$ cat config.mk
export PLATFORM = sky130hd
export DESIGN_NAME = uart_periph
export DESIGN_NICKNAME = d
export VERILOG_FILES = /design/src/source/uart_pkg.sv /design/src/source/byte_fifo.sv /design/src/source/uart_transmitter.sv /design/src/source/uart_receiver.sv /design/src/source/uart_periph.sv
export SDC_FILE = /design/constraint.sdc
export NUM_CORES = 1
export LEC_CHECK = 0
export BUFFER_PORTS_ARGS = -buffer_cell sky130_fd_sc_hd__clkbuf_2
export CAP_MARGIN = 25
export CORE_AREA = 5 5 123 125
export DETAILED_ROUTE_END_ITERATION = 8
export DIE_AREA = 0 0 128 130
export GPL_TIMING_DRIVEN = 0
export PLACE_DENSITY = 0.84
export SYNTH_ARGS = -nofsm -noshare
export SYNTH_HDL_FRONTEND = slang
export SYNTH_SLANG_ARGS = --single-unit
$ cat constraint.sdc
create_clock -name clk -period 8.6 [get_ports clk]
set_input_delay 1.29 -clock clk [delete_from_list [all_inputs] [get_ports clk]]
set_output_delay 1.29 -clock clk [all_outputs]
set_load 0.1 [all_outputs]
$ cat src/source/uart_pkg.sv
`default_nettype none

package uart_pkg;

    // Serial bit timing shortened for simulation.
    localparam int clocks_per_bit = 16;
    localparam int half_bit = clocks_per_bit / 2;

    // Frame payload.
    localparam int payload_bits = 8;

    // Queue sizing shared by the transmit and receive queues.
    localparam int fifo_depth = 8;
    localparam int fifo_count_bits = $clog2(fifo_depth + 1);

    // Register selectors for address bits 4 to 2.
    localparam logic [2:0] reg_rx_full = 3'd4;
    localparam logic [2:0] reg_tx_empty = 3'd5;
    localparam logic [2:0] reg_rx_data = 3'd6;
    localparam logic [2:0] reg_rx_empty = 3'd3;

endpackage

`default_nettype wire

$ cat src/source/byte_fifo.sv
`timescale 1ns/1ps
`default_nettype none

module byte_fifo (
    input logic clk,
    input logic reset,
    input logic push,
    input logic pop,
    input logic [uart_pkg::payload_bits-1:0] push_data,
    output logic [uart_pkg::payload_bits-1:0] head,
    output logic full,
    output logic empty
);

    logic [uart_pkg::payload_bits-1:0] mem [uart_pkg::fifo_depth];
    logic [$clog2(uart_pkg::fifo_depth)-1:0] wr_ptr;
    logic [$clog2(uart_pkg::fifo_depth)-1:0] rd_ptr;
    logic [uart_pkg::fifo_count_bits-1:0] count;
    logic do_push;
    logic do_pop;

    assign do_push = push && !full; // Push into a full queue is lost.
    assign do_pop = pop && !empty;

    assign full = (count == ($bits(count))'(uart_pkg::fifo_depth));
    assign empty = (count == '0);
    assign head = mem[rd_ptr]; // First word falls through.

    always_ff @(posedge clk) begin
        if (do_push) begin
            mem[wr_ptr] <= push_data;
        end
    end

    always_ff @(posedge clk) begin
        if (reset) begin
            wr_ptr <= '0;
            rd_ptr <= '0;
            count <= '0;
        end else begin
            if (do_push) begin
                wr_ptr <= wr_ptr + 1'b1; // Depth is a power of two.
            end
            if (do_pop) begin
                rd_ptr <= rd_ptr + 1'b1;
            end
            if (do_push && !do_pop) begin
                count <= count + 1'b1;
            end else if (do_pop && !do_push) begin
                count <= count - 1'b1;
            end
        end
    end

endmodule

`default_nettype wire

$ cat src/source/uart_transmitter.sv
`timescale 1ns/1ps
`default_nettype none

module uart_transmitter (
    input logic clk,
    input logic reset,
    input logic start,
    input logic [uart_pkg::payload_bits-1:0] tx_byte,
    output logic busy,
    output logic tx
);

    // Start bit, payload and stop bit go out from bit 0 upward.
    logic [uart_pkg::payload_bits+1:0] frame;
    logic [$clog2(uart_pkg::clocks_per_bit)-1:0] bit_timer;
    logic [$clog2(uart_pkg::payload_bits+2)-1:0] bit_count;
    logic bit_done;

    assign tx = frame[0];
    assign bit_done = (bit_timer == ($bits(bit_timer))'(uart_pkg::clocks_per_bit - 1));

    always_ff @(posedge clk) begin
        if (reset) begin
            frame <= '1; // Line idles high.
            busy <= 1'b0;
            bit_timer <= '0;
            bit_count <= '0;
        end else if (!busy) begin
            if (start) begin
                frame <= {1'b1, tx_byte, 1'b0};
                busy <= 1'b1;
                bit_timer <= '0;
                bit_count <= '0;
            end
        end else begin
            if (bit_done) begin
                bit_timer <= '0;
                // Shifting in ones leaves the line high after the stop bit.
                frame <= {1'b1, frame[uart_pkg::payload_bits+1:1]};
                if (bit_count == ($bits(bit_count))'(uart_pkg::payload_bits + 1)) begin
                    busy <= 1'b0; // Stop bit finished.
                    bit_count <= '0;
                end else begin
                    bit_count <= bit_count + 1'b1;
                end
            end else begin
                bit_timer <= bit_timer + 1'b1;
            end
        end
    end

endmodule

`default_nettype wire

$ cat src/source/uart_receiver.sv
`timescale 1ns/1ps
`default_nettype none

module uart_receiver (
    input logic clk,
    input logic reset,
    input logic rx,
    output logic rx_valid,
    output logic [uart_pkg::payload_bits-1:0] rx_byte
);

    logic rx_meta;
    logic rx_sync;
    logic rx_prev;
    logic [$clog2(uart_pkg::clocks_per_bit)-1:0] bit_timer;
    logic [$clog2(uart_pkg::payload_bits)-1:0] bit_index;
    logic half_done;
    logic bit_done;

    enum logic [1:0] {
        state_idle,
        state_start,
        state_data,
        state_stop
    } state;

    assign half_done = (bit_timer == ($bits(bit_timer))'(uart_pkg::half_bit - 1));
    assign bit_done = (bit_timer == ($bits(bit_timer))'(uart_pkg::clocks_per_bit - 1));

    always_ff @(posedge clk) begin
        if (reset) begin
            rx_meta <= 1'b1; // Idle line level.
            rx_sync <= 1'b1;
            rx_prev <= 1'b1;
        end else begin
            rx_meta <= rx;
            rx_sync <= rx_meta;
            rx_prev <= rx_sync;
        end
    end

    always_ff @(posedge clk) begin
        if (reset) begin
            state <= state_idle;
            bit_timer <= '0;
            bit_index <= '0;
            rx_valid <= 1'b0;
        end else begin
            rx_valid <= 1'b0;
            case (state)
                state_idle: begin
                    bit_timer <= '0;
                    if (rx_prev && !rx_sync) begin
                        state <= state_start; // Falling edge.
                    end
                end
                state_start: begin
                    if (half_done) begin
                        bit_timer <= '0;
                        bit_index <= '0;
                        // A glitch has gone high again by mid-bit.
                        state <= rx_sync ? state_idle : state_data;
                    end else begin
                        bit_timer <= bit_timer + 1'b1;
                    end
                end
                state_data: begin
                    if (bit_done) begin
                        bit_timer <= '0;
                        rx_byte <= {rx_sync, rx_byte[uart_pkg::payload_bits-1:1]}; // LSB first.
                        if (bit_index == ($bits(bit_index))'(uart_pkg::payload_bits - 1)) begin
                            state <= state_stop;
                        end else begin
                            bit_index <= bit_index + 1'b1;
                        end
                    end else begin
                        bit_timer <= bit_timer + 1'b1;
                    end
                end
                default: begin
                    if (bit_done) begin
                        bit_timer <= '0;
                        rx_valid <= rx_sync; // Low stop bit drops the frame.
                        state <= state_idle;
                    end else begin
                        bit_timer <= bit_timer + 1'b1;
                    end
                end
            endcase
        end
    end

endmodule

`default_nettype wire

$ cat src/source/uart_periph.sv
`timescale 1ns/1ps
`default_nettype none

module uart_periph (
    input logic clk,
    input logic reset,
    input logic rx,
    output logic tx,
    input logic read,
    input logic write,
    input logic [31:0] address,
    input logic [31:0] write_data,
    output logic response,
    output logic [31:0] read_data
);

    logic tx_push;
    logic tx_pop;
    logic tx_start;
    logic rx_push;
    logic rx_pop;
    logic [uart_pkg::payload_bits-1:0] tx_push_data;
    logic [uart_pkg::payload_bits-1:0] tx_byte;
    logic [uart_pkg::payload_bits-1:0] rx_push_data;
    logic [uart_pkg::payload_bits-1:0] tx_head;
    logic [uart_pkg::payload_bits-1:0] rx_head;
    logic [uart_pkg::payload_bits-1:0] rx_byte;
    logic tx_full;
    logic tx_empty;
    logic rx_full;
    logic rx_empty;
    logic tx_busy;
    logic rx_valid;
    logic data_select;

    assign response = read | write;

    // Status codes read a flag and every other code reads the receive head.
    assign data_select = (address[4:2] != uart_pkg::reg_rx_full)
                      && (address[4:2] != uart_pkg::reg_tx_empty)
                      && (address[4:2] != uart_pkg::reg_rx_empty);

    always_comb begin
        case (address[4:2])
            uart_pkg::reg_rx_full: read_data = {31'h0, rx_full};
            uart_pkg::reg_tx_empty: read_data = {31'h0, tx_empty};
            uart_pkg::reg_rx_empty: read_data = {31'h0, rx_empty};
            uart_pkg::reg_rx_data: read_data = {24'h0, rx_head};
            default: read_data = {24'h0, rx_head};
        endcase
    end

    always_ff @(posedge clk) begin
        if (reset) begin
            tx_push <= 1'b0;
            tx_pop <= 1'b0;
            tx_start <= 1'b0;
            rx_push <= 1'b0;
            rx_pop <= 1'b0;
        end else begin
            tx_push <= write && !tx_full;
            rx_pop <= read && data_select && !rx_empty;
            rx_push <= rx_valid && !rx_full; // Dropped when the queue is full.
            // No launch right after a start because busy has not risen yet.
            tx_start <= !tx_busy && !tx_empty && !tx_start;
            tx_pop <= !tx_busy && !tx_empty && !tx_start;
        end
    end

    always_ff @(posedge clk) begin
        tx_push_data <= write_data[uart_pkg::payload_bits-1:0];
        rx_push_data <= rx_byte;
        tx_byte <= tx_head;
    end

    byte_fifo tx_fifo (
        .clk(clk),
        .reset(reset),
        .push(tx_push),
        .pop(tx_pop),
        .push_data(tx_push_data),
        .head(tx_head),
        .full(tx_full),
        .empty(tx_empty)
    );

    byte_fifo rx_fifo (
        .clk(clk),
        .reset(reset),
        .push(rx_push),
        .pop(rx_pop),
        .push_data(rx_push_data),
        .head(rx_head),
        .full(rx_full),
        .empty(rx_empty)
    );

    uart_transmitter transmitter (
        .clk(clk),
        .reset(reset),
        .start(tx_start),
        .tx_byte(tx_byte),
        .busy(tx_busy),
        .tx(tx)
    );

    uart_receiver receiver (
        .clk(clk),
        .reset(reset),
        .rx(rx),
        .rx_valid(rx_valid),
        .rx_byte(rx_byte)
    );

endmodule

`default_nettype wire

Yosys cells after proc, flatten, opt, wreduce, memory -nomap -nowiden
Memory sizes are Yosys's and may differ from the RTL's. A register that Yosys moved wholly into a read port is not among the register bits.
Cells that the tools add are included.

storage, ports and cells
  output and inout bits = 34
  bits in latches = 0
  logic and storage cells = 141
  bits in registers = 80
  bits in writable memories = 128
  memories = 2
  ROM bits = 0

memories
  name         words  bits a word  read ports  clocked after memory_dff  wr ports  line             RTL
  rx_fifo.mem  8      8            1           1                         1         byte_fifo.sv:15  logic [uart_pkg::payload_bits-1:0] mem [uart_pkg::fifo_depth];
  tx_fifo.mem  8      8            1           1                         1         byte_fifo.sv:15

operators by class
  div/mod/pow operators = 0
  order comparisons = 0
  bitwise operators = 3
  add/sub/neg operators = 12
  multiply operators = 0
  reduce and logical (&&, ||, !) cells = 41
  multiplexer cells = 38
  shift-type cells = 0
  equality and inequality tests = 21

operators with widths
  operator               number
  $mux W4                12
  $mux W10               3
  $pmux W8 S3            1
  $add A4 B1 Y4 const B  5
  $eq A4 B4 Y1 const B   5
  $logic_and A1 B1 Y1    17
  $add A3 B1 Y3 const B  5
  $mux W3                5
  $mux W2                6
  $logic_not A1 Y1       11
  $eq A3 B3 Y1 const B   3
  $logic_not A4 Y1       2
  $mux W1                8
  $ne A2 B1 Y1 const B   4
  $pmux W4 S2            1
  $reduce_bool A2 Y1     4
  $sub A4 B1 Y4 const B  2
  $ne A3 B3 Y1 const B   2
  $pmux W2 S3            1
  $pmux W3 S2            1
  $reduce_and A5 Y1      1
  $reduce_or A5 Y1       1
  $eq A4 B3 Y1 const B   1
  $ne A2 B2 Y1 const B   2
  11 further kinds       12

Longest topological paths before layout
Gate-level depths: netlist (run 1).

  depth after elaboration = 7
  mapped depth = 11
  gate-level depth less buffers = 10

Hierarchy
A second synthesis (run 1) with hierarchy kept.

unflattened totals
  cell total of the unflattened synthesis = 583
  area total of the unflattened synthesis = 9011.1 µm²

by module, submodules not included
  module            cells each  seq. area each (µm²)  area each (µm²)  times used
  byte_fifo         166         2182.1                3139.3           2
  uart_transmitter  105         360.3                 947.2            1
  uart_receiver     73          500.5                 893.4            1
  uart_periph       73          560.5                 892.1            1

Worst setup path after synthesis (run 1)
No wires, ideal clock.

  path type = input to output
  from = input port address[4]
  to = output port read_data[0]
  slack = 3.464 ns
  required time = 7.310 ns
  path buffers = 0
  arrival = 3.846 ns
  stages = 4
  cells stage by stage = inv_1 nand3_1 o21ai_0 o21ai_0

on the way
  word-level cells in the longest chain between the ends = 2
  elaborated cells between the ends (all ways) = 4
  those cells by class = 3 x eq/ne; 1 x mux

ends and longest elaborated chain
  what                                                 line               RTL
  from (decl)                                          uart_periph.sv:11  input logic [31:0] address,
  $eq A3 B2 Y1 / $eq A3 B3 Y1 (equally long branches)  uart_periph.sv:44  case (address[4:2])
  $pmux W8 S3 *                                        uart_periph.sv:44
  to (decl)                                            uart_periph.sv:14  output logic [31:0] read_data

Every way passes the cells marked *; elsewhere a longest branch is shown, timed or not.

==> results.sh, run 1 <==
export IMPL_crit_type="reg2out"
export IMPL_drtIter0Drc=390
export IMPL_pre_cts_slack_ns=4.32
export IMPL_relSlewSlack=0.417
export IMPL_clkPwrFrac=0.346
export IMPL_synth_top_area_cell="edfxtp_1"
export IMPL_wirelength_um=15300
export IMPL_cts_clk_slew_worst_paths_ns=0.06
export IMPL_area_growth_pct=13.2
export IMPL_required_ns=7.31
export IMPL_combPwrFrac=0.152
export IMPL_timing_fmax_ghz=0.248
export IMPL_rows=43
export IMPL_core_area_um2=13800
export IMPL_ys_ff_latch=218
export IMPL_detailed_place_hpwl_um=10200
export IMPL_firstDrtPassIters=5
export IMPL_ys_warn_count=0
export IMPL_synth_cell_types=47
export IMPL_synth_edf_count=136
export IMPL_rsz0062_at_grt="no"
export IMPL_synth_ff_type="edfxtp_1"
export IMPL_clock_sinks=218
export IMPL_dpl_cell_count=800
export IMPL_p_per_area_nw_per_um2=250
export IMPL_io_buffers=25
export IMPL_total_power_mw=2.40
export IMPL_holdWs_ns=0.344
export IMPL_critical_path_top_delay_family="buffers and inverters"
export IMPL_fin_skew_ns=0.00696
export IMPL_vias=4675
export IMPL_period_needed_ns=4.03
export IMPL_fin_crit_sh=0.468
export IMPL_hp_class="reg2reg"
export IMPL_netlist_top_cells_count="136 x edfxtp_1, 82 x dfxtp_1, 60 x nor2_1"
export IMPL_p_int_mw=1.77
export IMPL_ys_top_cells_by_area="edfxtp_1 48%, dfxtp_1 19%, mux4_2 8.5%"
export IMPL_htree_levels=1
export IMPL_setup_viol=0
export IMPL_ctsResizeCount=0
export IMPL_worstPathMaxFanout=10
export IMPL_critPathSlowestCell="clkbuf_1"
export IMPL_synthArstFlopShare=0
export IMPL_syn_area_per_cell_um2=15.0
export IMPL_irDropWorstVdd_mv=0.201
export IMPL_first_global_vias=4959
export IMPL_die_w_um=128
export IMPL_cts_root_buf="clkbuf_16"
export IMPL_fin_setup_tns_ns=0
export IMPL_final_cells=840
export IMPL_grt_pass1_wl_um=25000
export IMPL_syn_area_um2=8470
export IMPL_synth_seq_area_share=0.676
export IMPL_swShare=0.263
export IMPL_path_buf_inv=3
export IMPL_via_per_inst=5.57
export IMPL_numCtsBuffers=21
export IMPL_synth_top_area_frac=0.482
export IMPL_status="complete, no violations"
export IMPL_final_area_um2=9590
export IMPL_fin_nets=732
export IMPL_total_leakage_power_nw=3.46
export IMPL_routedWlPerCell_um=18.2
export IMPL_slowest_delay_ns=0.52
export IMPL_place_congestion=0.776
export IMPL_clk_path_buf_depth=3
export IMPL_drive_gt1_frac=0.223
export IMPL_n_antenna_cell=0
export IMPL_clk_latency_ns=0.50
export IMPL_p_switching_mw=0.630
export IMPL_grt_ovfl_total=0
export IMPL_grtUsageTotal=0.192
export IMPL_worstMarginPinSlew_ns=0.871
export IMPL_p_seq_frac=0.502
export IMPL_die_y_um=130
export IMPL_post_cts_buffers=0
export IMPL_end_kind="primary output"
export IMPL_drtAntennaViolNets=0
export IMPL_critPathLaunchType="flop"
export IMPL_cts_hold_buf=0
export IMPL_dpl_cell_area_um2=8950
export IMPL_setup_slack_ns=4.57
export IMPL_hold_violations=0
export IMPL_cp_common_cell="clkbuf_1"
export IMPL_slew_violations=0
export IMPL_path_cells="clkbuf_1, clkbuf_1, mux4_2, mux2i_1, nor2_1, clkbuf_2"
export IMPL_drc=0
export IMPL_final_util=0.696
export IMPL_antenna_found_initial=0
export IMPL_worst_ep_arrival_time_ns=2.74
export IMPL_start_util=0.615
export IMPL_synthCells=565
export IMPL_dieArea_um2=16600
export IMPL_cts_tree="yes"
export IMPL_grt_max_degree=15
export IMPL_max_cap_viol_count=0
export IMPL_yosysMostFrequentCell="edfxtp_1"
export IMPL_ios=103
power groups by stage:
stage / Sequential, mW / Clock (mW) / Combinational (mW)
finish: 1.21 / 0.829 / 0.365
global route: 1.21 / 0.892 / 0.399
CTS: 1.21 / 0.842 / 0.366
detailed placement: 1.23 / 0 / 0.361
global placement: 1.22 / 0 / 0.345
floorplan: 1.23 / 0 / 0.286
path summary, 6_finish.rpt:
check                                start                             to  slack (ns)  depth (start not counted)
max reg2reg  tx_fifo.count[0]$_SDFFE_PP0P_  tx_fifo.count[3]$_SDFFE_PP0P_        5.50                         10
min          receiver.rx_byte[0]$_DFFE_PP_        rx_push_data[0]$_DFF_P_        0.34                          0
min reg2reg  receiver.rx_byte[0]$_DFFE_PP_        rx_push_data[0]$_DFF_P_        0.34                          0
max                                   flop                   read_data[5]        4.57                          6
worst reg2reg max path, stage by stage (launching register included):
cell and delay (ns):
dfxtp_1 0.36, or4b_2 0.76, nand2_1 0.28, inv_1 0.08, ha_1 0.20, inv_1 0.14, ha_1 0.30, a21oi_1 0.24
a211oi_1 0.12, a31oi_1 0.19, mux2_2 0.35
logic make-up after synthesis:
family	after synthesis	synth area share
buf+inv	63	0.0396
simple gates	141	0.0810
other cells	1	0.000443
compound gates	47	0.0368
mux	63	0.123
flops	218	0.676
fa+ha+maj	18	0.0284
xor+xnor	14	0.0145
layer usage:
metal	track usage	wire [um]	up-vias
met4	0.0574	313	0
met5	0	0	-
met3	0.0340	868	34
met2	0.352	8020	141
met1	0.234	6060	2282
li1	-	-	2218
registers in the layout, summed over array words and instances, names as in the netlist, 2 cells and up, named ones only:
| signal | flops |
|---|---|
| rx_fifo.mem | 64 |
| tx_fifo.mem | 64 |
| transmitter.frame | 9 |
| receiver.rx_byte | 8 |
| rx_push_data | 8 |
| tx_byte | 8 |
| tx_push_data | 8 |
| receiver.bit_timer | 4 |
| rx_fifo.count | 4 |
| transmitter.bit_count | 4 |
| transmitter.bit_timer | 4 |
| tx_fifo.count | 4 |
| receiver.bit_index | 3 |
| rx_fifo.rd_ptr | 3 |
| rx_fifo.wr_ptr | 3 |
| tx_fifo.rd_ptr | 3 |
| tx_fifo.wr_ptr | 3 |
| receiver.state | 2 |
cells in the final DEF, fill, tap and decap left out, drive strengths merged, types with 6 or more instances in the layout:
| cell type | n |
|---|---|
| a211o | 7 |
| a21oi | 18 |
| buf | 42 |
| clkbuf | 67 |
| clkinv | 11 |
| conb | 24 |
| dfxtp | 82 |
| edfxtp | 136 |
| ha | 16 |
| inv | 15 |
| mux2 | 11 |
| mux2i | 20 |
| mux4 | 32 |
| nand2 | 17 |
| nand3 | 19 |
| nor2 | 60 |
| nor3 | 10 |
| or2 | 6 |
| xor2 | 9 |
layout make-up:
class	count	area, um2
Fill cell	880	4190
Inverter	14	52.6
Multi-Input combinational cell	307	2500
Clock inverter	12	56.3
Clock buffer	26	564
Tap cell	180	225
Sequential cell	218	5730
Timing Repair Buffer	34	180
Buffer	49	283
(Power assumes the default switching activity.)
==> inputs of run 2 (changes only) <==
Settings changed: ABC_AREA set to 1, CORE_AREA 5 5 123 125 to 5 5 129 131, DIE_AREA 0 0 128 130 to 0 0 134 136, PLACE_DENSITY 0.84 to 0.78.
Clock period 8.6 ns to 4.15 ns, I/O delays scaled along.
==> run 2 against run 1 <==
Final area increased by 3.7%. Combinational power increased by 130%. Clock power increased by 150%. Critical path type unchanged. Highest routed layer unchanged. Worst hold slack got worse by 0.12 ns. Core utilization decreased by 5.4 points. Critical path depth unchanged. Setup slack got worse by 3.3 ns.
==> results.sh, run 2 <==
export IMPL_path_cells="buf_2, o21ai_0, o22ai_1, nor2_1, nor2_1, clkbuf_2"
export IMPL_clk_path_buf_depth=3
export IMPL_clkPwrFrac=0.378
export IMPL_grt_pass1_wl_um=26600
export IMPL_grt_max_degree=15
export IMPL_synth_top_area_frac=0.468
export IMPL_rr_worst_depth=13
export IMPL_worstHoldEndpoint="tx_push_data[6]$_DFF_P_"
export IMPL_synth_cell_types=35
export IMPL_worstMarginPinSlew_ns=0.811
export IMPL_drive_gt1_frac=0.137
export IMPL_critPathLaunchType="flop"
export IMPL_rrSetupSlack_ns=1.91
export IMPL_hp_start="write_data[6]"
export IMPL_yosysMostFrequentCell="nor2_1"
export IMPL_final_common_cell="nor2_1"
export IMPL_required_ns=3.53
export IMPL_irDropWorstVdd_mv=0.444
export IMPL_cts_root_buf="clkbuf_16"
export IMPL_area_growth_pct=13.9
export IMPL_fin_nets=990
export IMPL_whs_path_depth=1
export IMPL_first_global_vias=5586
export IMPL_fin_setup_tns_ns=0
export IMPL_ys_warn_count=0
export IMPL_rsz0062_at_grt="no"
export IMPL_die_y_um=136
export IMPL_via_per_inst=5.14
export IMPL_status="complete, no violations"
export IMPL_antenna_found_initial=0
export IMPL_hp_class="in2reg"
export IMPL_slowest_delay_ns=0.48
export IMPL_grtUsageTotal=0.181
export IMPL_hold_violations=0
export IMPL_n_antenna_cell=0
export IMPL_routedWlPerCell_um=14.8
export IMPL_reg2reg_from="rx_fifo.count[0]$_SDFFE_PP0P_"
export IMPL_drtAntennaViolNets=0
export IMPL_numCtsBuffers=22
export IMPL_critPathSlowestCell="clkbuf_2"
export IMPL_final_area_um2=9940
export IMPL_top_regs="rx_fifo.mem (64), tx_fifo.mem (64), transmitter.frame (9)"
export IMPL_core_area_um2=15500
export IMPL_total_leakage_power_nw=3.90
export IMPL_cts_hold_buf=0
export IMPL_fin_crit_sh=0.703
export IMPL_ys_ff_latch=218
export IMPL_rows=46
export IMPL_p_switching_mw=1.45
export IMPL_relSlewSlack=0.457
export IMPL_synth_edf_count=136
export IMPL_dieArea_um2=18200
export IMPL_synth_seq_area_share=0.656
export IMPL_cts_tree="yes"
export IMPL_drtIter0Drc=300
export IMPL_worst_ep_arrival_time_ns=2.30
export IMPL_place_congestion=0.789
export IMPL_p_seq_frac=0.467
export IMPL_crit_type="reg2out"
export IMPL_ctsResizeCount=0
export IMPL_clock_sinks=218
export IMPL_end_kind="primary output"
export IMPL_htree_levels=1
export IMPL_synth_ff_type="edfxtp_1"
export IMPL_holdWs_ns=0.223
export IMPL_ys_top_cells_by_area="edfxtp_1 47%, dfxtp_1 19%, nor2_1 6.7%"
export IMPL_pre_cts_slack_ns=1.56
export IMPL_setup_slack_ns=1.23
export IMPL_vias=5707
export IMPL_setup_viol=0
export IMPL_detailed_place_hpwl_um=11000
export IMPL_timing_fmax_ghz=0.343
export IMPL_drc=0
export IMPL_worstPathMaxFanout=10
export IMPL_r2r_end="rx_fifo.count[3]$_SDFFE_PP0P_"
export IMPL_syn_area_um2=8720
export IMPL_synthArstFlopShare=0
export IMPL_fill_cells=1166
export IMPL_synthCells=831
export IMPL_slew_violations=0
export IMPL_fin_skew_ns=0.00727
export IMPL_netlist_top_cells_count="155 x nor2_1, 136 x edfxtp_1, 122 x nand2_1"
export IMPL_wirelength_um=16400
export IMPL_firstDrtPassIters=4
export IMPL_syn_area_per_cell_um2=10.5
export IMPL_max_cap_viol_count=0
export IMPL_p_per_area_nw_per_um2=542
export IMPL_cp_common_cell="nor2_1"
export IMPL_ios=103
export IMPL_start_util=0.563
export IMPL_swShare=0.269
export IMPL_grt_ovfl_total=0
export IMPL_final_cell_mix="155 x nor2_1, 136 x edfxtp_1, 122 x nand2_1, 85 x o21ai_0, 82 x dfxtp_1"
export IMPL_die_w_um=134
export IMPL_period_needed_ns=2.92
export IMPL_io_buffers=24
export IMPL_post_cts_buffers=0
export IMPL_combPwrFrac=0.155
export IMPL_cts_clk_slew_worst_paths_ns=0.06
export IMPL_clk_latency_ns=0.50
export IMPL_synth_top_area_cell="edfxtp_1"
export IMPL_dpl_cell_area_um2=9180
export IMPL_p_int_mw=3.94
## run 2: stage by stage
step	utilization	cells	power [mW]
floorplan	-	854	3.18
global placement	0.592	1070	3.36
detailed placement	0.593	1071	3.38
CTS	0.642	1111	5.42
global route	0.642	1111	5.63
finish	0.642	1111	5.39
## run 2: how the worst max path moves through the flow
stage | from | to | slack (ns)
floorplan | address[3] | read_data[1] | 1.22
global placement | reset | receiver.rx_byte[3]$_DFFE_PP_ | 1.54
detailed placement | address[3] | read_data[0] | 1.56
CTS | flop | read_data[5] | 1.24
global route | flop | read_data[5] | 1.05
finish | flop | read_data[5] | 1.23
## run 2: per-layer routing
layer / vias to the layer above / track usage / part of all wire
met5: - / 0 / 0
met4: 0 / 0.0514 / 0.014
met3: 21 / 0.0307 / 0.042
met2: 105 / 0.337 / 0.52
met1: 2665 / 0.217 / 0.42
li1: 2916 / - / -
## run 2: layout make-up
cell class | instances | area, um2 | share of cell area
sequential | 218 | 5730 | 0.576
multi-input combinational | 531 | 2580 | 0.259
clock buffer | 33 | 653 | 0.0657
buffer | 52 | 304 | 0.0306
tap | 192 | 240 | 0.0242
inverter | 53 | 204 | 0.0205
timing repair buffer | 25 | 125 | 0.0126
clock inverter | 7 | 110 | 0.0111
## run 2: cells by family after synthesis
kind of cell | Yosys count | synth area share
XOR/XNOR | 9 | 0.00904
AND/OR/NAND/NOR | 337 | 0.159
AO/OA/AOI/OAI | 143 | 0.0889
buffers and inverters | 105 | 0.0582
other | 1 | 0.000430
flip-flops | 218 | 0.656
adder cells (fa/ha/maj) | 18 | 0.0275
## run 2: power by group through the flow
stage                     logic, mW  clock network (mW)  registers, mW
after floorplan               0.627                   0           2.56
after global placement        0.808                   0           2.55
after detailed placement      0.823                   0           2.56
after CTS                     0.836                2.07           2.52
after global routing          0.938                2.16           2.53
final                         0.836                2.04           2.51
## run 2: critical path: cells and delay by family (launching register included)
kind / cells / cell delay [ns]
flops: 1 / 0.43
buf+inv: 2 / 0.77
simple gates: 2 / 0.23
compound gates: 2 / 0.35
==> inputs of run 3 (changes only) <==
Settings changed: CORE_AREA 5 5 129 131 to 5 5 136 138, DIE_AREA 0 0 134 136 to 0 0 141 143, PLACE_DENSITY 0.78 to 0.74.
Clock period 4.15 ns to 2.5 ns, I/O delays scaled along.
==> run 3 against run 2 <==
Core utilization down 5.0 points. First-iteration DRC count up 25%. Clock-buffer cell count grew 2. Sequential share of layout area down 0.85 points. Combinational power grew 67%. Total power rose by 64%. Die area grew 11%.
==> results.sh, run 3 (same netlist as run 2, synthesis figures left out) <==
export IMPL_ios=103
export IMPL_required_ns=2.12
export IMPL_die_w_um=141
export IMPL_grtUsageTotal=0.164
export IMPL_dpl_cell_count=1104
export IMPL_grt_pass1_wl_um=26700
export IMPL_status="complete, no violations"
export IMPL_dieArea_um2=20200
export IMPL_clk_path_buf_depth=3
export IMPL_fin_crit_sh=0.934
export IMPL_critPathSlowestCell="dfxtp_2"
export IMPL_wirelength_um=16200
export IMPL_core_area_um2=17100
export IMPL_reg2reg_from="tx_fifo.count[0]$_SDFFE_PP0P_"
export IMPL_post_cts_buffers=0
export IMPL_final_cells=1152
export IMPL_grt_met1_usage=0.214
export IMPL_drive_gt1_frac=0.146
export IMPL_rsz0062_at_grt="no"
export IMPL_total_leakage_power_nw=3.93
export IMPL_firstDrtPassIters=5
export IMPL_dpl_cell_area_um2=9230
export IMPL_relSlewSlack=0.439
export IMPL_grt_ovfl_total=0
export IMPL_clk_latency_ns=0.50
export IMPL_antenna_found_initial=0
export IMPL_final_area_um2=10100
export IMPL_grtUsageMet2=0.286
export IMPL_final_cell_mix="148 x nor2_1, 136 x edfxtp_1, 121 x nand2_1, 85 x o21ai_0, 80 x dfxtp_1"
export IMPL_n_antenna_cell=0
export IMPL_irDropWorstVdd_mv=0.852
export IMPL_drc=0
export IMPL_vias=5721
export IMPL_clock_sinks=218
export IMPL_cts_tree="yes"
export IMPL_place_congestion=0.791
export IMPL_max_cap_viol_count=0
export IMPL_die_y_um=143
export IMPL_grt_max_degree=15
export IMPL_first_global_vias=5467
export IMPL_hp_class="in2reg"
export IMPL_cts_clk_slew_worst_paths_ns=0.06
export IMPL_p_per_area_nw_per_um2=874
export IMPL_end_kind="primary output"
export IMPL_cts_root_buf="clkbuf_16"
export IMPL_total_power_mw=8.82
export IMPL_fin_nets=998
export IMPL_met3_usage=0.0285
export IMPL_timing_fmax_ghz=0.428
export IMPL_htree_levels=1
export IMPL_start_util=0.511
export IMPL_slowest_delay_ns=0.35
export IMPL_crit_type="reg2out"
export IMPL_critPathLaunchType="flop"
export IMPL_detailed_place_hpwl_um=11000
export IMPL_rows=48
export IMPL_path_cells="inv_2, buf_2, nor2_1, o22ai_1, nor2_1, nor2_2, clkbuf_4"
export IMPL_gr_max_usage_layer="met2"
export IMPL_setup_viol=0
export IMPL_hp_start="rx"
export IMPL_worst_ep_arrival_time_ns=1.96
export IMPL_drtIter0Drc=375
export IMPL_final_common_cell="nor2_1"
export IMPL_drtAntennaViolNets=0
export IMPL_area_growth_pct=15.7
export IMPL_fin_setup_tns_ns=0
export IMPL_hold_violations=0
export IMPL_period_needed_ns=2.34
export IMPL_fin_skew_ns=0.00700
export IMPL_worstMarginPinSlew_ns=0.838
export IMPL_top_regs="rx_fifo.mem (64), tx_fifo.mem (64), transmitter.frame (9)"
export IMPL_slew_violations=0
export IMPL_via_per_inst=4.97
export IMPL_worstPathMaxFanout=10
export IMPL_numCtsBuffers=22
export IMPL_io_buffers=24
export IMPL_cp_common_cell="nor2_1"
export IMPL_routedWlPerCell_um=14.0
export IMPL_holdWs_ns=0.0665
==> run 3: cell count changes in the layout (fill, tap and decap cells not counted), sizes merged <==
cell / change
buf: +1
bufinv: -1
clkbuf: +1
clkinv: -1
dlygate4sd3: +8
==> run 3: final cells by class <==
cell class | count | area (um2)
multi-input cells | 531 | 2600
flip-flops and latches | 218 | 5730
inverters | 53 | 204
repair buffers | 33 | 238
plain buffers | 52 | 315
fillers | 1363 | 6960
well taps | 225 | 282
clock inverters | 5 | 77.6
clock buffers | 35 | 652
==> run 3: worst paths after layout <==
kind | to | slack, ns | cells after the start
worst min-delay path | receiver.rx_meta$_SDFF_PP1_ | 0.07 | 2
worst max-delay path | read_data[1] | 0.16 | 7
worst min register to register | rx_push_data[0]$_DFF_P_ | 0.36 | 0
worst max register to register | tx_fifo.count[3]$_SDFFE_PP0P_ | 0.27 | 13
==> run 3: per-layer routing <==
| metal | vias to the layer above | routed length (um) |
|---|---|---|
| li1 | 2927 | - |
| met4 | 0 | 398 |
| met1 | 2606 | 6810 |
| met2 | 148 | 7980 |
| met3 | 40 | 979 |
| met5 | - | 0 |
==> run 3: stage by stage <==
stage / util / setup WS, ns
final: 0.592 / 0.164
after detailed placement: 0.541 / 0.274
after CTS: 0.591 / 0.0147
after global routing: 0.592 / 0.0170
after floorplan: - / 0.417
after global placement: 0.541 / 0.0122
==> run 3: timing repair <==
item,in CTS,in global routing
hold buffers,8,0
endpoints found under the setup margin,8,9
pin swaps,0,0
gates resized for setup,10,14
endpoints found under the hold margin,8,0
==> run 3: where the power goes <==
part | switching, mW | leakage [nW] | internal (mW) | total [mW]
logic | 0.985 | 1.68 | 0.417 | 1.40
registers | 0.137 | 1.90 | 4.03 | 4.16
clock network | 1.26 | 0.351 | 2.00 | 3.26
==> run 3: worst max-delay path, delay by kind of cell, from the launching register on <==
| kind | cells | cell delay, ns |
|---|---|---|
| buffers and inverters | 3 | 0.67 |
| DFF | 1 | 0.35 |
| and+or+nand+nor | 3 | 0.25 |
| AOI/OAI and AO/OA | 1 | 0.20 |
